**config.mk**
```make
export PLATFORM = sky130hd
export DESIGN_NAME = ingress_filter
export DESIGN_NICKNAME = d
export VERILOG_FILES = /design/src/hdl/p2p_pkg.sv /design/src/hdl/probe_counter.sv /design/src/hdl/ingress_filter.sv
export SDC_FILE = /design/constraint.sdc
export NUM_CORES = 1
export LEC_CHECK = 0
export ABC_CLOCK_PERIOD_IN_PS = 3500
export BUFFER_PORTS_ARGS = -buffer_cell sky130_fd_sc_hd__buf_2
export CAP_MARGIN = 25
export CORE_UTILIZATION = 41
export DETAILED_ROUTE_END_ITERATION = 16
export GPL_TIMING_DRIVEN = 0
export SLEW_MARGIN = 15
export SYNTH_ARGS = -nofsm -noshare
export SYNTH_HDL_FRONTEND = slang
export SYNTH_SLANG_ARGS = --single-unit
```
**constraint.sdc**
```tcl
create_clock -name clk -period 3.5 [get_ports clk]
set_clock_uncertainty 0.15 [all_clocks]
set_input_delay 0.7 -clock clk [delete_from_list [all_inputs] [get_ports clk]]
set_output_delay 0.7 -clock clk [all_outputs]
set_load 0.005 [all_outputs]
```
**src/hdl/p2p_pkg.sv**
```systemverilog
package p2p_pkg;

    // ==================================================================
    // sizes
    // ==================================================================

    localparam int num_ports = 4;
    localparam int data_w    = 64;
    localparam int cnt_w     = 64;
    localparam int reg_w     = 32;

    // register block codes, address bits 15:12
    localparam logic [3:0] blk_config  = 4'h0;
    localparam logic [3:0] blk_ingress = 4'h8;
    localparam logic [3:0] blk_egress  = 4'hb;

    // pad, spare and zero fields must all read as zero
    localparam logic [31:0] addr_mbz_mask = 32'hffff_01f3;

    // returned for any address outside the map
    localparam logic [31:0] unmapped_rdata = 32'hdeadbeef;

    // slot of each count inside one stage's bundle, {kind, bytes}
    localparam int idx_kept_pkts  = 0;
    localparam int idx_kept_bytes = 1;
    localparam int idx_drop_pkts  = 2;
    localparam int idx_drop_bytes = 3;

    // ==================================================================
    // types
    // ==================================================================

    typedef enum logic [1:0] {
        cmac_port0 = 2'd0,
        cmac_port1 = 2'd1,
        host_port0 = 2'd2,
        host_port1 = 2'd3
    } port_t;

    // one stream beat, nbytes is 1..8 and only short on the last beat
    typedef struct packed {
        logic              valid;
        logic              last;
        logic [3:0]        nbytes;
        logic [data_w-1:0] data;
    } beat_t;

    typedef struct packed {
        port_t out_port;
        logic  enable;
    } in_cfg_t;

    // 32-bit half of a 64-bit counter
    typedef enum logic [1:0] {
        pkt_hi  = 2'd0,
        pkt_lo  = 2'd1,
        byte_hi = 2'd2,
        byte_lo = 2'd3
    } cntr_word_t;

    typedef struct packed {
        logic [15:0] pad;
        logic [3:0]  block;
        port_t       port;
        // 0 probe, 1 drops
        logic        kind;
        logic [4:0]  spare;
        cntr_word_t  word;
        logic [1:0]  zero;
    } cntr_fields_t;

    // same address word seen raw or split into fields
    typedef union packed {
        logic [31:0]  raw;
        cntr_fields_t fields;
    } cntr_addr_t;

endpackage

```
**src/hdl/probe_counter.sv**
```systemverilog
module probe_counter (
    input  logic                      clk,
    input  logic                      rst_n,
    input  p2p_pkg::beat_t            beat,
    input  logic                      hit,
    output logic [p2p_pkg::cnt_w-1:0] pkts,
    output logic [p2p_pkg::cnt_w-1:0] bytes
);

    import p2p_pkg::*;

    // bytes of the packet seen so far, not yet visible on bytes
    logic [cnt_w-1:0] acc;
    logic [cnt_w-1:0] beat_bytes;

    assign beat_bytes = cnt_w'(beat.nbytes);

    always_ff @(posedge clk) begin
        if (!rst_n) begin
            acc   <= '0;
            pkts  <= '0;
            bytes <= '0;
        end else if (beat.valid && hit) begin
            if (beat.last) begin
                // whole packet lands in one cycle
                pkts  <= pkts + cnt_w'(1);
                bytes <= bytes + acc + beat_bytes;
                acc   <= '0;
            end else begin
                acc <= acc + beat_bytes;
            end
        end
    end

endmodule

```
**src/hdl/ingress_filter.sv**
```systemverilog
module ingress_filter (
    input  logic                      clk,
    input  logic                      rst_n,
    input  p2p_pkg::beat_t            in_beat,
    input  p2p_pkg::in_cfg_t          cfg,
    output p2p_pkg::beat_t            out_beat,
    output p2p_pkg::port_t            dest,
    output logic [p2p_pkg::cnt_w-1:0] kept_pkts,
    output logic [p2p_pkg::cnt_w-1:0] kept_bytes,
    output logic [p2p_pkg::cnt_w-1:0] drop_pkts,
    output logic [p2p_pkg::cnt_w-1:0] drop_bytes
);

    import p2p_pkg::*;

    logic  in_pkt;
    logic  first;
    logic  keep_lat;
    logic  keep_now;
    port_t dest_lat;
    port_t dest_now;
    logic  vld_q;
    logic  keep_q;
    beat_t beat_q;
    beat_t stg_beat;

    // first valid beat after reset or after a last
    assign first = in_beat.valid && !in_pkt;

    // decision taken from cfg on the first beat, held to the last
    assign keep_now = first ? cfg.enable : keep_lat;
    assign dest_now = first ? cfg.out_port : dest_lat;

    always_ff @(posedge clk) begin
        if (!rst_n) begin
            in_pkt   <= 1'b0;
            keep_lat <= 1'b0;
            dest_lat <= cmac_port0;
            vld_q    <= 1'b0;
            keep_q   <= 1'b0;
        end else begin
            if (in_beat.valid) begin
                in_pkt <= !in_beat.last;
            end
            if (first) begin
                keep_lat <= cfg.enable;
                dest_lat <= cfg.out_port;
            end
            vld_q  <= in_beat.valid;
            keep_q <= keep_now;
        end
    end

    // stage register, payload and steering
    always_ff @(posedge clk) begin
        beat_q <= in_beat;
        dest   <= dest_now;
    end

    always_comb begin
        stg_beat       = beat_q;
        stg_beat.valid = vld_q;
        // dropped packets simply never show valid downstream
        out_beat       = stg_beat;
        out_beat.valid = vld_q && keep_q;
    end

    // counters look at the registered beat so they trail it by a cycle
    probe_counter u_kept (
        .clk   (clk),
        .rst_n (rst_n),
        .beat  (stg_beat),
        .hit   (keep_q),
        .pkts  (kept_pkts),
        .bytes (kept_bytes)
    );

    probe_counter u_drop (
        .clk   (clk),
        .rst_n (rst_n),
        .beat  (stg_beat),
        .hit   (!keep_q),
        .pkts  (drop_pkts),
        .bytes (drop_bytes)
    );

endmodule

```
==> results of run 1 <==
## final timing paths
| path | startpoint | endpoint | slack [ns] | depth (start not counted) |
|---|---|---|---|---|
| setup / recovery | out_beat[65] | u_drop.bytes[63] | -0.35 | 14 |
| hold / removal | in_beat[39] | out_beat[39] | 0.04 | 1 |
| setup reg to reg | out_beat[65] | u_drop.bytes[63] | -0.35 | 14 |
| hold reg to reg | u_kept.bytes[55] | u_kept.bytes[55] | 0.31 | 2 |
## Yosys cell counts, types with 20 or more instances
cell,instances
nand3_1,127
nand2_1,358
a31oi_1,20
dfxtp_1,460
inv_1,65
clkbuf_1,111
nand4_1,61
a21oi_1,252
a211oi_1,24
and2_1,41
and3_1,68
nor3_1,39
o21ai_0,150
and4_1,23
ha_1,252
a21o_1,94
nor2_1,337
xnor2_1,138
xor2_1,181
o21bai_1,25
nor2b_1,21
or3_1,58
## per-layer routing
layer	track usage (%)	vias to the layer above	share of wire (%)
met3	3.60	121	5.3
met4	7.95	4	3.1
met2	40.0	545	47
met1	30.8	11100	44
met5	0	-	0.031
li1	-	11900	-
## critical path, stage by stage, from the launching register on
cell	delay, ns
dfxtp_4	0.40
fa_1	0.44
ha_2	0.22
fa_2	0.35
a21o_1	0.21
a2bb2oi_4	0.21
a211oi_4	0.09
buf_6	0.13
o2111ai_4	0.25
a31oi_4	0.15
a211oi_2	0.32
a41oi_2	0.18
xnor2_2	0.16
or3_1	0.39
a21oi_2	0.13
## report_power, final
part | switching (uW) | leakage, uW | internal [uW]
clock | 2310 | 0.000874 | 3340
combinational | 261 | 0.0102 | 142
sequential | 32.1 | 0.00374 | 5290
## kinds of logic (layout without fill, tap and decap cells)
| group | count (synthesis) | count (layout) | share of synthesized area (%) |
|---|---|---|---|
| buf+inv | 191 | 742 | 2.80 |
| flops | 460 | 460 | 35.5 |
| compound gates | 675 | 675 | 16.0 |
| fa+ha+maj | 264 | 264 | 13.1 |
| xor+xnor | 319 | 319 | 10.8 |
| simple gates | 1181 | 1181 | 21.5 |
| mux | 9 | 9 | 0.357 |
## sequential cells by signal (all words and copies together) (netlist names)
register	flops
out_beat	69
u_drop.bytes	64
in_pkt	1
u_kept.pkts	64
dest_lat	2
keep_q	1
dest	2
u_drop.pkts	64
u_drop.acc	64
u_kept.bytes	64
vld_q	1
u_kept.acc	64
## repair_timing
action | 4_1_cts | 5_1_grt
pin swaps | 74 | 98
gates resized for setup | 156 | 170
cloned | 0 | 0
setup endpoints to repair | 127 | 124
setup buffers | 43 | 36
hold buffers | 1 | 0
hold endpoints to repair | 1 | 0
## area by class of cell
| class | instances | area [um2] | area share (%) |
|---|---|---|---|
| well taps | 837 | 1050 | 3.20 |
| plain buffers | 101 | 394 | 1.21 |
| flip-flops and latches | 460 | 9250 | 28.3 |
| inverters | 66 | 248 | 0.757 |
| clock inverters | 27 | 283 | 0.865 |
| multi-input cells | 2448 | 17400 | 53.1 |
| clock buffers | 70 | 1480 | 4.53 |
| repair buffers | 478 | 2650 | 8.10 |
## cell usage in the layout (no fill, tap or decap), types with 15 or more instances in the layout
cell type	Yosys	layout
a21o_1	94	93
a21oi_1	252	225
a21oi_2	0	21
and2_1	41	41
and3_1	68	67
and4_1	23	22
buf_2	1	402
buf_4	0	60
buf_6	1	16
clkbuf_1	111	93
clkbuf_16	0	53
clkinv_2	0	15
dfxtp_1	460	436
dfxtp_2	0	19
ha_1	252	218
ha_2	0	23
inv_1	65	64
nand2_1	358	354
nand3_1	127	124
nand4_1	61	61
nor2_1	337	325
nor2b_1	21	16
nor3_1	39	33
o21ai_0	150	120
o21ai_1	3	20
o21bai_1	25	23
or3_1	58	56
xnor2_1	138	132
xor2_1	181	180
## stage by stage
step	utilization [%]	area, um2	power, uW	hold WS (ns)
6_report	52.7	32700	11400	0.0393
2_1_floorplan	-	26000	5600	0.295
3_5_place_dp	46.9	29100	5820	0.308
4_1_cts	51.2	31700	11500	0.00182
3_3_place_gp	46.8	29100	5810	0.305
5_1_grt	52.7	32700	11800	0.00882
==> run metrics, run 1 <==
first-pass GRT wire length=121 mm; maximum buffer depth of the clock tree=3; Initial Utilization=41.8%; Die X=254 um; worst skew pair latency=0.61 ns; Root Buffer=clkbuf_16; IO Pins=403; top cells by area, synth=dfxtp_1 36%, ha_1 12%, xor2_1 6.1%; DRT Pass-1 Iters=5; Post-Syn Nets=3438; violated checks=setup timing; Setup Crit Path Kind=register to register; cts bufs inserted=53; post-route ant nets=0; Mapped Area=25900 um2; YS warnings=0; total core area=62100 um2; setup TNS=-4.43 ns; initial antenna violation count=3; period utilization=110%; f_max=0.260 GHz; actual slew at the worst max-slew pin=0.961 ns; final setup margin=-0.346 ns; Final Hold Fails=0; gpl congestion=0.900; final setup vio count=34; vias in the first global route=21900; Worst Hold Class=input pin to register; CP Capture Type=register; drt wl/cell=17.8 um; die area=64300 um2; Rel. slew slack=36.0%; Setup Slack @ Placement=-1.28 ns; PwrDens=348 nW/um2; post-synth top area share=35.5%; max_cap viols=0; ys async rst share=0%; DRT iter0 DRCs=1377; Layout area overhead=26.1%; Cells after Synth=3099; sequential area share after synthesis=35.5%; Synth Area per Inst=8.37 um2; Buffers on Ports=402; # fillers=5938; Yosys cell types=76; Detailed Route WL=79.8 mm; Total GRT Usage=23.7%; Primary FF master, synth=dfxtp_1; Crit path required time=3.88 ns; Congestion Overflow GR=0; clock sink count=460; Finished Layout Cells=4487; number of diodes=0; FP Rows=91; status=finished with violations; share of layout cells above drive strength 1=22.1%; CTS tree=done; CP Data Arrival Time=4.23 ns; EDFF count, synth=0; DPL Wire Length=60.0 mm; unrepaired setup endpoints after global routing=yes; Seq cells post-synth=460; VDD IR max=0.000313 V; most area-hungry cell type in the Yosys netlist=dfxtp_1; largest net degree at the start of global routing=14; fin crit period=3.85 ns; CTS H-tree depth=2; Max Slew Vio Count=0; DRC=0; routed vias=23700; Cells after DPL=4340; chip height=254 um; maximum net fanout on the critical path=6; crit path launch type=register; Lkg Pwr=0.0148 uW; Final nets=3947; vias per cell=5.28; Clk pin slew, worst setup/hold paths=0.06 ns
No activity file was read; power rests on OpenSTA's default activity.
==> run 2, diff against run 1 <==
- ABC_CLOCK_PERIOD_IN_PS: 3500 -> 3200
- clock period: 3.5 -> 3.2 ns (I/O delays scaled with it)
==> run metrics, run 2 (synthesis results as in run 1) <==
clock sink count=460 (unchanged); Critical R2R Capture=u_drop.bytes[63]; FP Rows=91 (unchanged); gpl congestion=0.898 (-0.14%); CP Capture Type=register; actual slew at the worst max-slew pin=1.03 ns (+0.0649 ns); Clk pin slew, worst setup/hold paths=0.07 ns (about the same); die area=64300 um2 (unchanged); maximum buffer depth of the clock tree=3 (unchanged); reg2reg setup slack=-0.78 ns (-0.43 ns); Initial Utilization=41.8% (unchanged); CTS tree=done; most frequent cells in the layout=436 x dfxtp_1, 403 x buf_2, 348 x nand2_1; most common cell after layout, fill and taps aside=dfxtp_1; Layout area overhead=32.0%; status=finished with violations; max reg flops=69 (unchanged); Worst Hold Class=input pin to register; Rel. slew slack=31.6% (-4.3 points); vias in the first global route=23200 (+5.9%); IO Pins=403 (unchanged); total core area=62100 um2 (unchanged); f_max=0.251 GHz (-3.3%); largest net degree at the start of global routing=16 (+2); first-pass GRT wire length=128 mm (+5.7%); Detailed Route WL=84.5 mm (+5.8%); post-route ant nets=0 (unchanged); Final nets=4060 (+2.9%); Total GRT Usage=25.1% (+1.4 points); final setup margin=-0.779 ns (-0.432 ns); PwrDens=373 nW/um2 (+7.3%); chip height=254 um (unchanged); Congestion Overflow GR=0 (unchanged); # fillers=5857 (-1.4%); routed vias=24500 (+3.4%); sink of the worst hold path=in_pkt; Tot Pwr=12800 uW (+12%); period utilization=124% (+14 points); drt wl/cell=18.4 um (+3.2%); DPL Wire Length=61.7 mm (+2.9%); violated checks=setup timing; maximum net fanout on the critical path=3 (-3); crit path launch type=register; number of diodes=0 (unchanged); CP Data Arrival Time=4.37 ns (+0.14 ns); fin crit period=3.98 ns (+0.132 ns); cts bufs inserted=53 (unchanged); Root Buffer=clkbuf_16; DRT Pass-1 Iters=5 (unchanged); worst r2r src=out_beat[65]; final setup vio count=97 (+190%); initial antenna violation count=2 (-1); DRC=0 (unchanged); CTS H-tree depth=2 (unchanged); worst skew pair latency=0.63 ns (+0.02 ns); VDD IR max=0.000412 V (+31%); Final Hold Fails=0 (unchanged); Crit path required time=3.59 ns (-0.29 ns); launch point of the worst hold path=in_beat[69]; share of layout cells above drive strength 1=23.9% (+1.9 points); worst r2r path cells=15 (+1); DRT iter0 DRCs=1361 (-1.2%); Lkg Pwr=0.0155 uW (+4.6%); Hold Crit Depth=2 (+1); max_cap viols=0 (unchanged); vias per cell=5.33 (+0.86%); Buffers on Ports=402 (unchanged); setup TNS=-36.12 ns (-31.69 ns); unrepaired setup endpoints after global routing=yes; Max Slew Vio Count=0 (unchanged); Die X=254 um (unchanged); Setup Crit Path Kind=register to register
## run 2: cell types whose count changed in the layout (fill, tap and decap cells not counted), sizes merged
| cell | previous run | this run |
|---|---|---|
| buf | 490 | 533 |
| clkdlybuf4s15 | 0 | 1 |
| clkbuf | 158 | 159 |
| clkinv | 17 | 18 |
| dlygate4sd3 | 1 | 69 |
| inv | 68 | 67 |
| or2 | 7 | 8 |
| clkinvlp | 3 | 4 |
## run 2: area by class of cell
class / instances / area (um2) / area share, %
Clock buffer: 71 / 1500 / 4.39
Inverter: 66 / 250 / 0.731
Multi-Input combinational cell: 2449 / 17700 / 51.7
Timing Repair Buffer: 584 / 3680 / 10.7
Tap cell: 837 / 1050 / 3.06
Buffer: 107 / 459 / 1.34
Clock inverter: 28 / 340 / 0.994
Sequential cell: 460 / 9250 / 27.0
## run 2: worst max-delay path by stage
stage,start,endpoint,slack [ns],cells past startpoint
2_1_floorplan,u_kept.acc[1],u_kept.bytes[63],-0.33,13
3_3_place_gp,out_beat[64],u_kept.bytes[53],-1.11,15
3_5_place_dp,out_beat[64],u_kept.bytes[61],-1.12,15
4_1_cts,out_beat[65],u_kept.bytes[63],-0.69,15
5_1_grt,u_kept.acc[30],u_kept.bytes[63],-0.92,14
6_report,out_beat[65],u_drop.bytes[63],-0.78,15
## run 2: what timing repair did
item                                   in CTS  in global routing
setup endpoints to repair                 164                181
endpoints found under the hold margin      69                  0
pin swaps                                 140                108
resized for setup                         243                184
cloned                                      0                  1
setup buffers                              73                 44
hold buffers                               69                  0
## run 2: critical path: stages (launching register included)
cell,delay [ns]
dfxtp_4,0.39
buf_4,0.16
fa_1,0.49
ha_4,0.19
fa_2,0.34
a21o_1,0.20
a2bb2oi_4,0.21
a211oi_4,0.11
buf_6,0.16
o2111ai_4,0.29
a31oi_4,0.15
a211oi_2,0.25
a41oi_2,0.16
xnor2_1,0.19
or3_1,0.32
a21oi_1,0.14
## run 2: report_power, final
group	internal, uW	switching, uW	total, uW
combinational	214	316	530
sequential	5790	39.4	5830
clock	3730	2690	6420
## run 2: per-layer routing
layer / vias up / part of all wire, % / global-route usage [%]
met2: 680 / 45 / 40.1
met5: - / 0 / 0
li1: 12100 / - / -
met3: 146 / 6.7 / 5.60
met4: 0 / 3.1 / 8.05
met1: 11600 / 45 / 33.4
## run 2: through the flow
step	instances	util, %	instance area [um2]	worst slack [ns]	hold slack (ns)
after global placement	4338	47.0	29200	-1.11	0.305
after CTS	4571	53.5	33200	-0.691	0.0505
after detailed placement	4339	47.0	29200	-1.12	0.308
final	4602	55.2	34200	-0.779	0.0938
after global routing	4602	55.2	34200	-0.920	0.0926
after floorplan	3099	-	26100	-0.331	0.295
