<file path="src/hdl/p2p_pkg.sv">
package p2p_pkg;

    // ==================================================================
    // sizes
    // ==================================================================

    localparam int num_ports = 4;
    localparam int data_w    = 64;
    localparam int cnt_w     = 64;
    localparam int reg_w     = 32;

    // register block codes, address bits 15:12
    localparam logic [3:0] blk_config  = 4'h0;
    localparam logic [3:0] blk_ingress = 4'h8;
    localparam logic [3:0] blk_egress  = 4'hb;

    // pad, spare and zero fields must all read as zero
    localparam logic [31:0] addr_mbz_mask = 32'hffff_01f3;

    // returned for any address outside the map
    localparam logic [31:0] unmapped_rdata = 32'hdeadbeef;

    // slot of each count inside one stage's bundle, {kind, bytes}
    localparam int idx_kept_pkts  = 0;
    localparam int idx_kept_bytes = 1;
    localparam int idx_drop_pkts  = 2;
    localparam int idx_drop_bytes = 3;

    // ==================================================================
    // types
    // ==================================================================

    typedef enum logic [1:0] {
        cmac_port0 = 2'd0,
        cmac_port1 = 2'd1,
        host_port0 = 2'd2,
        host_port1 = 2'd3
    } port_t;

    // one stream beat, nbytes is 1..8 and only short on the last beat
    typedef struct packed {
        logic              valid;
        logic              last;
        logic [3:0]        nbytes;
        logic [data_w-1:0] data;
    } beat_t;

    typedef struct packed {
        port_t out_port;
        logic  enable;
    } in_cfg_t;

    // 32-bit half of a 64-bit counter
    typedef enum logic [1:0] {
        pkt_hi  = 2'd0,
        pkt_lo  = 2'd1,
        byte_hi = 2'd2,
        byte_lo = 2'd3
    } cntr_word_t;

    typedef struct packed {
        logic [15:0] pad;
        logic [3:0]  block;
        port_t       port;
        // 0 probe, 1 drops
        logic        kind;
        logic [4:0]  spare;
        cntr_word_t  word;
        logic [1:0]  zero;
    } cntr_fields_t;

    // same address word seen raw or split into fields
    typedef union packed {
        logic [31:0]  raw;
        cntr_fields_t fields;
    } cntr_addr_t;

endpackage

</file>
<file path="src/hdl/probe_counter.sv">
module probe_counter (
    input  logic                      clk,
    input  logic                      rst_n,
    input  p2p_pkg::beat_t            beat,
    input  logic                      hit,
    output logic [p2p_pkg::cnt_w-1:0] pkts,
    output logic [p2p_pkg::cnt_w-1:0] bytes
);

    import p2p_pkg::*;

    // bytes of the packet seen so far, not yet visible on bytes
    logic [cnt_w-1:0] acc;
    logic [cnt_w-1:0] beat_bytes;

    assign beat_bytes = cnt_w'(beat.nbytes);

    always_ff @(posedge clk) begin
        if (!rst_n) begin
            acc   <= '0;
            pkts  <= '0;
            bytes <= '0;
        end else if (beat.valid && hit) begin
            if (beat.last) begin
                // whole packet lands in one cycle
                pkts  <= pkts + cnt_w'(1);
                bytes <= bytes + acc + beat_bytes;
                acc   <= '0;
            end else begin
                acc <= acc + beat_bytes;
            end
        end
    end

endmodule

</file>
<file path="src/hdl/egress_filter.sv">
module egress_filter (
    input  logic                      clk,
    input  logic                      rst_n,
    input  p2p_pkg::beat_t            in_beat,
    input  logic                      enable,
    output p2p_pkg::beat_t            out_beat,
    output logic [p2p_pkg::cnt_w-1:0] kept_pkts,
    output logic [p2p_pkg::cnt_w-1:0] kept_bytes,
    output logic [p2p_pkg::cnt_w-1:0] drop_pkts,
    output logic [p2p_pkg::cnt_w-1:0] drop_bytes
);

    import p2p_pkg::*;

    logic  in_pkt;
    logic  first;
    logic  keep_lat;
    logic  keep_now;
    logic  vld_q;
    logic  keep_q;
    beat_t beat_q;
    beat_t stg_beat;

    // packet position on the switch output
    assign first    = in_beat.valid && !in_pkt;
    assign keep_now = first ? enable : keep_lat;

    always_ff @(posedge clk) begin
        if (!rst_n) begin
            in_pkt   <= 1'b0;
            keep_lat <= 1'b0;
            vld_q    <= 1'b0;
            keep_q   <= 1'b0;
        end else begin
            if (in_beat.valid) begin
                in_pkt <= !in_beat.last;
            end
            // a port disabled mid-packet still lets this packet through
            if (first) begin
                keep_lat <= enable;
            end
            vld_q  <= in_beat.valid;
            keep_q <= keep_now;
        end
    end

    always_ff @(posedge clk) begin
        beat_q <= in_beat;
    end

    always_comb begin
        stg_beat       = beat_q;
        stg_beat.valid = vld_q;
        out_beat       = stg_beat;
        out_beat.valid = vld_q && keep_q;
    end

    probe_counter u_kept (
        .clk   (clk),
        .rst_n (rst_n),
        .beat  (stg_beat),
        .hit   (keep_q),
        .pkts  (kept_pkts),
        .bytes (kept_bytes)
    );

    probe_counter u_drop (
        .clk   (clk),
        .rst_n (rst_n),
        .beat  (stg_beat),
        .hit   (!keep_q),
        .pkts  (drop_pkts),
        .bytes (drop_bytes)
    );

endmodule

</file>
<file path="config.mk">
export PLATFORM = sky130hd
export DESIGN_NAME = egress_filter
export DESIGN_NICKNAME = d
export VERILOG_FILES = /design/src/hdl/p2p_pkg.sv /design/src/hdl/probe_counter.sv /design/src/hdl/egress_filter.sv
export SDC_FILE = /design/constraint.sdc
export NUM_CORES = 1
export LEC_CHECK = 0
export BUFFER_PORTS_ARGS = -buffer_cell sky130_fd_sc_hd__buf_4
export CORE_MARGIN = 2
export CORE_UTILIZATION = 25
export DETAILED_ROUTE_END_ITERATION = 7
export PLACE_DENSITY = 0.53
export SLEW_MARGIN = 20
export SYNTH_ARGS = -nofsm -noshare
export SYNTH_HDL_FRONTEND = slang
export SYNTH_SLANG_ARGS = --single-unit
</file>
<file path="constraint.sdc">
create_clock -name clk -period 10.41 [get_ports clk]
set_input_delay 2.082 -clock clk [delete_from_list [all_inputs] [get_ports clk]]
set_output_delay 2.082 -clock clk [all_outputs]
set_load 0.05 [all_outputs]
</file>
==> results_dict.tcl, run 1 <==
set metrics [dict create \
    synth_cells 3128 \
    post-route-drc-count 0 \
    swShare_pct 24.37 \
    setup_ws_ps 5933 \
    cts_buffer_depth 3 \
    cts_resized 0 \
    cts-hold-fix-buffers 0 \
    worstMarginPinSlew_ps 952.8 \
    seq_power_share_pct 43.0 \
    portBuffers 398 \
    die_h_um 328.3 \
    multi_input_area_um2 16390 \
    synth-seq-cells 456 \
    numClockSinks 456 \
    internal_power_mw 3.117 \
    ys_async_sr_fraction_pct 0 \
    post_cts_buffers 0 \
    drive_above_1_share_pct 16.52 \
    setup_viol 0 \
    outcome "finished, final reports clean" \
    wl_mm 80.61 \
    clock_skew_ps 41.00 \
    power_leakage_nw 14.30 \
    rows 118 \
    critPathMaxFanout 6 \
    dpl_worst_slack_ps 5948 \
    drv_cap 0 \
    cts_tree "yes" \
    n_fill_cell 11110 \
    met3_usage_pct 2.756 \
    grt_first_pass_wirelength_mm 124.9 \
    finalCriticalPeriod_ps 4477 \
    yosysTopAreaCellShare_pct 34.73 \
    gr-usage-met1_pct 19.58 \
    use_met2_pct 23.28 \
    powerDensity_nw_per_um2 126.1 \
    area_growth_pct 24.36 \
    synth_area_um2 26290 \
    worst-setup-path-type "reg -> reg" \
    dieArea_um2 107800 \
    rsz0062_at_grt "false" \
    yosys_warnings 0 \
    synth_area_leader_cell "dfxtp_1" \
    grt_start_max_net_pins 87 \
    grt_util_all_layers_pct 14.48 \
    slew_viol_final 0 \
    hold_class "reg -> reg" \
    cts-root-buf "clkbuf_16" \
    via_per_inst 4.677 \
    ys_seq_area_share_pct 34.73 \
    finalSetupTns_ps 0 \
    fmax_mhz 223.4 \
    maxSlewHeadroom_pct 36.32 \
    nNetsFinal 3817 \
    dr_total_vias 22970 \
    grt-ovfl-total 0 \
    seqCellArea_um2 9129 \
    core-area_um2 103900 \
    hold_viol_final 0 \
    ys_types 95 \
    finalCritPeriodShare_pct 43.01 \
    antenna_found_initial 4 \
    syn_avg_cell_area_um2 8.404 \
    vdd_drop_max_mv 0.1193 \
    synth_edf_count 0 \
    wl_per_cell_um 16.41 \
    synth_area_leaders "dfxtp_1, ha_1, nand2_1" \
    numCtsBuffers 58 \
    drtIter0Drc 1166 \
    ant_nets 0 \
    clkLatencyLatePin_ps 670 \
    ys.flop_type "dfxtp_1" \
    power.switching_mw 1.005 \
    ios 399 \
    die_width_um 328.3 \
    end_kind "flop" \
    synth_nets 3465 \
    clk_pin_slew_ps 60 \
    globalplace.congestion 0.8662 \
    grt.busiest_layer "met2" \
    grt_pass1_vias 21870 \
    htree_levels 2 \
    crit_path_start_kind "flop" \
    holdWs_ps 479.4 \
    floorplan.initialDensity_pct 25.29 \
    clkPwrFrac_pct 52.6 \
    combPwrFrac_pct 4.4 \
    worstPathRequired_ps 10950 \
    drt_pre_antenna_iters 5 \
    place_hpwl_mm 61.50 \
    cp.arrival_ps 5020 \
]
[per-stage QoR]
step / util, % / std cells / power (mW) / area (µm²)
floorplan: - / 3128 / 1.919 / 26290
global placement: 29.48 / 4800 / 1.996 / 30640
detailed placement: 29.48 / 4800 / 1.997 / 30640
CTS: 31.45 / 4910 / 4.211 / 32690
global route: 31.45 / 4910 / 4.287 / 32690
finish: 31.45 / 4911 / 4.122 / 32690
[metal layers]
layer	up-vias	part of all wire, %
li1	11740	-
met1	10680	47
met2	447	45
met3	96	5.5
met4	0	2.5
met5	-	0
[critical path: stages, from the launching register on]
cell and delay [ps]:
dfxtp_1 500, fa_1 450, ha_1 260, fa_1 430, a211oi_1 340, o211ai_1 180
a41oi_1 500, o41ai_2 230, a31oi_2 420, o31ai_4 140, a21oi_2 350, o21ai_2 190
a31o_2 280, o311ai_2 70
[synth_stat cells, types with 9 or more instances]
master	number
a21oi_1	248
a211oi_1	16
and2_1	83
or4_1	10
nand4_1	72
nor2_1	276
dfxtp_1	456
a31oi_1	15
a21boi_0	13
fa_1	12
xnor2_1	153
and4_1	24
o211ai_1	11
nor4_1	11
buf_1	9
clkbuf_1	97
nand2_1	386
o21ai_1	10
o21ai_0	162
ha_1	252
nand2b_1	10
inv_1	77
or3_1	44
nor3_1	46
o21a_1	15
nand3_1	123
nor2b_1	26
and3_1	58
xor2_1	161
a31o_2	9
a21o_1	78
o21bai_1	23
[final cells by class]
cell class	count	share of cell area, %
clock inverter	40	1.458
tap	1380	5.282
multi-input combinational	2473	50.14
sequential	456	27.93
antenna	1	0.007655
inverter	77	0.8918
clock buffer	70	4.792
timing repair buffer	414	9.507
[registers in the layout (all words and copies together), names as in the netlist]
name	flops
u_kept.bytes	64
u_kept.pkts	64
u_drop.bytes	64
u_drop.pkts	64
out_beat	69
in_pkt	1
u_kept.acc	64
u_drop.acc	64
keep_q	1
vld_q	1
[placed cells by master (no fill, tap or decap), types with 6 or more instances in the layout]
cell | netlist | layout
o211ai_1 | 11 | 11
nand2_1 | 386 | 382
o21ai_0 | 162 | 162
o21ai_1 | 10 | 10
or3_1 | 44 | 44
dfxtp_1 | 456 | 456
nor2_1 | 276 | 276
xnor2_1 | 153 | 153
a21boi_0 | 13 | 13
and2_1 | 83 | 83
mux2i_1 | 7 | 7
fa_1 | 12 | 12
a21o_1 | 78 | 78
ha_1 | 252 | 252
nand4_1 | 72 | 72
nor4_1 | 11 | 11
a41oi_1 | 6 | 6
clkinvlp_4 | 0 | 7
a211oi_1 | 16 | 16
and4_1 | 24 | 24
a21oi_1 | 248 | 248
a31o_2 | 9 | 9
buf_4 | 5 | 414
nand3_1 | 123 | 123
nand2b_1 | 10 | 10
nor2b_1 | 26 | 26
and3_1 | 58 | 58
nor3_1 | 46 | 46
clkbuf_16 | 0 | 58
clkbuf_8 | 0 | 7
bufinv_16 | 0 | 9
o31ai_1 | 7 | 7
or4_1 | 10 | 10
o21a_1 | 15 | 15
clkinv_2 | 0 | 17
xor2_1 | 161 | 161
o21bai_1 | 23 | 23
a31oi_1 | 15 | 15
inv_1 | 77 | 76
[path summary, 6_finish.rpt]
| check | endpoint | from | cells past startpoint | slack (ps) |
|---|---|---|---|---|
| worst min-delay path | u_kept.bytes[63] | u_kept.bytes[63] | 2 | 480 |
| worst min register to register | u_kept.bytes[63] | u_kept.bytes[63] | 2 | 480 |
| worst max-delay path | u_kept.bytes[57] | out_beat[65] | 13 | 5930 |
| worst max register to register | u_kept.bytes[57] | out_beat[65] | 13 | 5930 |
[kinds of logic (layout without fill, tap and decap cells)]
family	count (synthesis)	in the layout	synth area share, %
AND/OR/NAND/NOR	1214	1214	22.67
AO/OA/AOI/OAI	674	674	16.00
flip-flops	456	456	34.73
XOR/XNOR	314	314	10.46
adder cells (fa/ha/maj)	264	264	12.91
buffers and inverters	199	601	2.965
multiplexers	7	7	0.2666
other	0	1	0
[power by group through the flow]
stage,clock network [mW],registers (mW),logic (mW)
global route,2.32,1.77,0.195
global placement,0,1.81,0.185
finish,2.17,1.77,0.182
floorplan,0,1.87,0.0523
CTS,2.25,1.77,0.185
detailed placement,0,1.81,0.185
No activity file was read; power rests on OpenSTA's default activity.
==> run 2: changes to the inputs <==
==> constraint.sdc (replaced) <==
create_clock -name clk -period 4.3 [get_ports clk]
set_input_delay 0.86 -clock clk [delete_from_list [all_inputs] [get_ports clk]]
set_output_delay 0.86 -clock clk [all_outputs]
set_load 0.05 [all_outputs]
==> results_dict.tcl, run 2 (synthesis results as in run 1) <==
set metrics [dict create \
    finalSetupTns_ps 0 \
    internal_power_mw 7.615 \
    cts-root-buf "clkbuf_16" \
    place_area_um2 30780 \
    outcome "finished, final reports clean" \
    worstMarginPinSlew_ps 806.4 \
    finalCritPeriodShare_pct 93.71 \
    finish.utilization_pct 31.59 \
    worstPathRequired_ps 4780 \
    drtIter0Drc 1317 \
    end_kind "flop" \
    slew_viol_final 0 \
    area_growth_pct 24.90 \
    grt_first_pass_wirelength_mm 126.3 \
    rows 118 \
    post-route-drc-count 0 \
    htree_levels 2 \
    hold_class "in -> reg" \
    maxSlewHeadroom_pct 45.74 \
    fmax_mhz 248.2 \
    multi_input_area_um2 16410 \
    power_leakage_nw 14.39 \
    rsz0062_at_grt "false" \
    clock_skew_ps 28.17 \
    drt_pre_antenna_iters 5 \
    holdWs_ps 315.7 \
    swShare_pct 23.65 \
    vdd_drop_max_mv 0.2834 \
    seq_power_share_pct 43.0 \
    ios 399 \
    wl_per_cell_um 16.78 \
    core-area_um2 103900 \
    globalplace.congestion 0.8617 \
    dr_total_vias 23100 \
    drv_cap 0 \
    antenna_found_initial 4 \
    die_h_um 328.3 \
    n_fill_cell 11090 \
    clkPwrFrac_pct 52.4 \
    wl_mm 82.58 \
    finalCriticalPeriod_ps 4030 \
    largest_reg_flops 69 \
    crit_path_start_kind "flop" \
    cp.arrival_ps 4500 \
    floorplan.initialDensity_pct 25.29 \
    clkLatencyLatePin_ps 650 \
    combPwrFrac_pct 4.5 \
    final_cells 4922 \
    powerDensity_nw_per_um2 303.8 \
    drive_above_1_share_pct 16.74 \
    via_per_inst 4.692 \
    grt_util_all_layers_pct 14.73 \
    portBuffers 398 \
    ant_nets 0 \
    hold_viol_final 0 \
    numCtsBuffers 58 \
    seqCellArea_um2 9129 \
    grt_start_max_net_pins 71 \
    grt-ovfl-total 0 \
    numClockSinks 456 \
    dieArea_um2 107800 \
    final_cell_mix "dfxtp_1, buf_4, nand2_1" \
    stdcell_area_um2 32830 \
    critPathMaxFanout 5 \
    cts_buffer_depth 3 \
    power.switching_mw 2.358 \
    place_hpwl_mm 63.06 \
    layout.cells.most_common "dfxtp_1" \
    cts_tree "yes" \
    worst-setup-path-type "reg -> reg" \
    die_width_um 328.3 \
    cts-hold-fix-buffers 0 \
    setup_viol 0 \
    grt_pass1_vias 21980 \
    nNetsFinal 3835 \
    clk_pin_slew_ps 60 \
    antennaDiodeCount 0 \
    dp_cells 4817 \
]
run 2: cell count changes in the layout (fill, tap and decap cells not counted), sizes merged:
cell / delta
buf: +18
clkbuf: +10
clkinv: -9
clkinvlp: -5
inv: -2
diode: -1
run 2: worst paths after layout:
path                 start               end  slack, ps  cells past startpoint
min            in_beat[21]      out_beat[21]        320                      1
min reg2reg  u_drop.acc[0]     u_drop.acc[0]        470                      2
max           out_beat[66]  u_drop.bytes[54]        270                     12
max reg2reg   out_beat[66]  u_drop.bytes[54]        270                     12
run 2: metal layers:
metal / wire [µm] / track usage (%) / up-vias
li1: - / - / 11730
met5: 12 / 0 / -
met3: 4451 / 3.087 / 100
met1: 38550 / 19.77 / 10840
met2: 37760 / 24.06 / 426
met4: 1801 / 3.603 / 2
run 2: repair_timing:
| item | in CTS | in global routing |
|---|---|---|
| buffers inserted | 0 | 1 |
| resized for setup | 0 | 5 |
| endpoints found under the setup margin | 0 | 15 |
run 2: power by group through the flow:
stage          clock, mW  sequential (mW)  combinational [mW]
4_1_cts             5.44             4.29               0.460
5_1_grt             5.58             4.29               0.482
3_5_place_dp           0             4.38               0.458
6_report            5.23             4.29               0.451
3_3_place_gp           0             4.38               0.457
2_1_floorplan          0             4.52               0.127
run 2: worst max-delay path: stages, from the launching register on:
cell,delay (ps)
dfxtp_1,520
fa_1,500
ha_1,330
a211o_1,310
a211oi_2,300
and4bb_1,310
o21ai_1,190
a21boi_1,120
o31a_1,340
a221o_1,450
a21oi_1,250
o211a_1,200
o31ai_1,60
run 2: layout make-up:
type / count / share of cell area [%]
Clock buffer: 80 / 5.038
Multi-Input combinational cell: 2473 / 49.97
Inverter: 77 / 0.8880
Clock inverter: 24 / 1.124
Timing Repair Buffer: 432 / 9.916
Sequential cell: 456 / 27.80
Tap cell: 1380 / 5.259
run 2: stage by stage:
step | power, mW | setup WS, ps
after CTS | 10.19 | 134.5
after floorplan | 4.646 | 251.8
after global routing | 10.36 | 15.32
after global placement | 4.841 | 222.6
after detailed placement | 4.843 | 198.8
final | 9.973 | 270.4
==> run 3: changes to the inputs <==
--- a/config.mk
+++ b/config.mk
@@ -6,10 +6,12 @@
 export NUM_CORES = 1
 export LEC_CHECK = 0
 export BUFFER_PORTS_ARGS = -buffer_cell sky130_fd_sc_hd__buf_4
+export CELL_PAD_IN_SITES_DETAIL_PLACEMENT = 1
+export CELL_PAD_IN_SITES_GLOBAL_PLACEMENT = 1
 export CORE_MARGIN = 2
 export CORE_UTILIZATION = 25
 export DETAILED_ROUTE_END_ITERATION = 7
-export PLACE_DENSITY = 0.53
+export PLACE_DENSITY = 0.64
 export SLEW_MARGIN = 20
 export SYNTH_ARGS = -nofsm -noshare
 export SYNTH_HDL_FRONTEND = slang
==> results_dict.tcl, run 3 (synthesis results as in run 1) <==
set metrics [dict create \
    internal_power_mw 7.688 \
    end_kind "flop" \
    cts_resized 0 \
    reg2reg_from "out_beat[66]" \
    dr_total_vias 23680 \
    grt_util_all_layers_pct 16.05 \
    finish.utilization_pct 31.74 \
    swShare_pct 24.21 \
    cp.arrival_ps 4600 \
    critPathMaxFanout 5 \
    worst-setup-path-type "reg -> reg" \
    drive_above_1_share_pct 17.10 \
    multi_input_area_um2 16420 \
    largest_reg_flops 69 \
    seqCellArea_um2 9129 \
    slew_viol_final 0 \
    finalSetupTns_ps 0 \
    antenna_found_initial 2 \
    grt_pass1_vias 24130 \
    setup_viol 0 \
    die_width_um 328.3 \
    outcome "finished, final reports clean" \
    finalCriticalPeriod_ps 4046 \
    wl_mm 88.55 \
    power_leakage_nw 14.50 \
    hp-start "in_beat[55]" \
    via_per_inst 4.795 \
    drtIter0Drc 884 \
    wl_met2_mm 41.77 \
    clkLatencyLatePin_ps 670 \
    clock_skew_ps 36.88 \
    post_cts_buffers 0 \
    crit_path_start_kind "flop" \
    portBuffers 398 \
    layout.cells.most_common "dfxtp_1" \
    finalCritPeriodShare_pct 94.10 \
    cts_tree "yes" \
    globalplace.congestion 0.8617 \
    cts_buffer_depth 3 \
    numCtsBuffers 60 \
    cp_common_cell "o21ai_0" \
    clk_pin_slew_ps 60 \
    hold_viol_final 0 \
    cts-hold-fix-buffers 0 \
    met3_wirelength_mm 3.483 \
    htree_levels 2 \
    seq_power_share_pct 42.3 \
    die_h_um 328.3 \
    worstPathRequired_ps 4850 \
    worstMarginPinSlew_ps 787.2 \
    cp_cell_sequence "fa_1 > ha_1 > a211oi_1 > o21ai_0 > a32o_1 > nor3_1 > o21ba_2 > o31ai_4 > o31a_1 > o21ai_0 > nor2b_1 > o41ai_2" \
    cts-root-buf "clkbuf_16" \
    grt_first_pass_wirelength_mm 138.6 \
    wl_per_cell_um 17.93 \
    numClockSinks 456 \
    drt_pre_antenna_iters 5 \
    ant_nets 0 \
    floorplan.initialDensity_pct 25.29 \
    max_stage_delay_ps 510 \
    core-area_um2 103900 \
    grt-ovfl-total 0 \
    m1WireLength_mm 41.14 \
    final_cell_mix "dfxtp_1, buf_4, nand2_1" \
    crit_slowest_cell "dfxtp_1" \
    top_layer_used "met4" \
    hold_class "in -> reg" \
    fmax_mhz 247.2 \
    ios 399 \
    rsz0062_at_grt "false" \
    combPwrFrac_pct 4.5 \
    powerDensity_nw_per_um2 307.5 \
    rows 118 \
    nNetsFinal 3846 \
    post-route-drc-count 0 \
    n_fill_cell 12340 \
    clkPwrFrac_pct 53.2 \
    maxSlewHeadroom_pct 47.34 \
    grt_start_max_net_pins 75 \
    power.switching_mw 2.456 \
    vdd_drop_max_mv 0.3180 \
    area_growth_pct 25.48 \
    dieArea_um2 107800 \
    drv_cap 0 \
    place_hpwl_mm 68.36 \
    critical_path.startpoint "out_beat[66]" \
]
run 3: cell types whose count changed in the layout (fill, tap and decap cells not counted), sizes merged:
cell	before	now
buf	432	441
clkbuf	80	84
diode	0	2
bufinv	9	8
clkinv	11	12
inv	79	80
run 3: worst paths after layout:
| path | slack, ps | to | cells past startpoint |
|---|---|---|---|
| min reg2reg | 470 | u_kept.bytes[63] | 2 |
| min | 290 | out_beat[55] | 1 |
| max | 250 | u_kept.bytes[60] | 12 |
| max reg2reg | 250 | u_kept.bytes[60] | 12 |
run 3: layout make-up:
| type | count | area share [%] |
|---|---|---|
| flip-flops and latches | 456 | 27.68 |
| diodes | 2 | 0.01517 |
| well taps | 1380 | 5.235 |
| clock buffers | 84 | 5.250 |
| inverters | 77 | 0.8838 |
| clock inverters | 25 | 1.115 |
| repair buffers | 441 | 10.04 |
| multi-input cells | 2473 | 49.79 |
run 3: worst max-delay path, delay by kind of cell, from the launching register on:
| kind | cells | cell delay [ps] |
|---|---|---|
| flip-flops | 1 | 510 |
| AO/OA/AOI/OAI | 8 | 2040 |
| adder cells (fa/ha/maj) | 2 | 840 |
| AND/OR/NAND/NOR | 2 | 550 |
run 3: power groups by stage:
| stage | combinational [mW] | clock [mW] | sequential, mW |
|---|---|---|---|
| 6_report | 0.459 | 5.39 | 4.29 |
| 5_1_grt | 0.491 | 5.77 | 4.29 |
| 4_1_cts | 0.468 | 5.63 | 4.29 |
| 3_5_place_dp | 0.466 | 0 | 4.38 |
| 3_3_place_gp | 0.463 | 0 | 4.38 |
| 2_1_floorplan | 0.127 | 0 | 4.52 |
run 3: metrics by stage:
stage          hold slack, ps  setup slack (ps)  cell area, µm²  power [mW]  std cells
4_1_cts                 215.9             58.58           32950       10.39       4936
2_1_floorplan           448.6             251.8           26290       4.646       3128
5_1_grt                 243.0             7.109           32980       10.56       4936
3_3_place_gp            462.3             169.5           30850       4.845       4827
3_5_place_dp            468.2             133.1           30850       4.851       4827
6_report                287.3             253.9           32990       10.14       4938
run 3: metal layers:
metal  vias to the layer above  global-route usage (%)
met3                       108                   2.587
met2                       370                   27.09
met1                     11440                   21.02
met5                         -                       0
li1                      11760                       -
met4                         0                   4.675
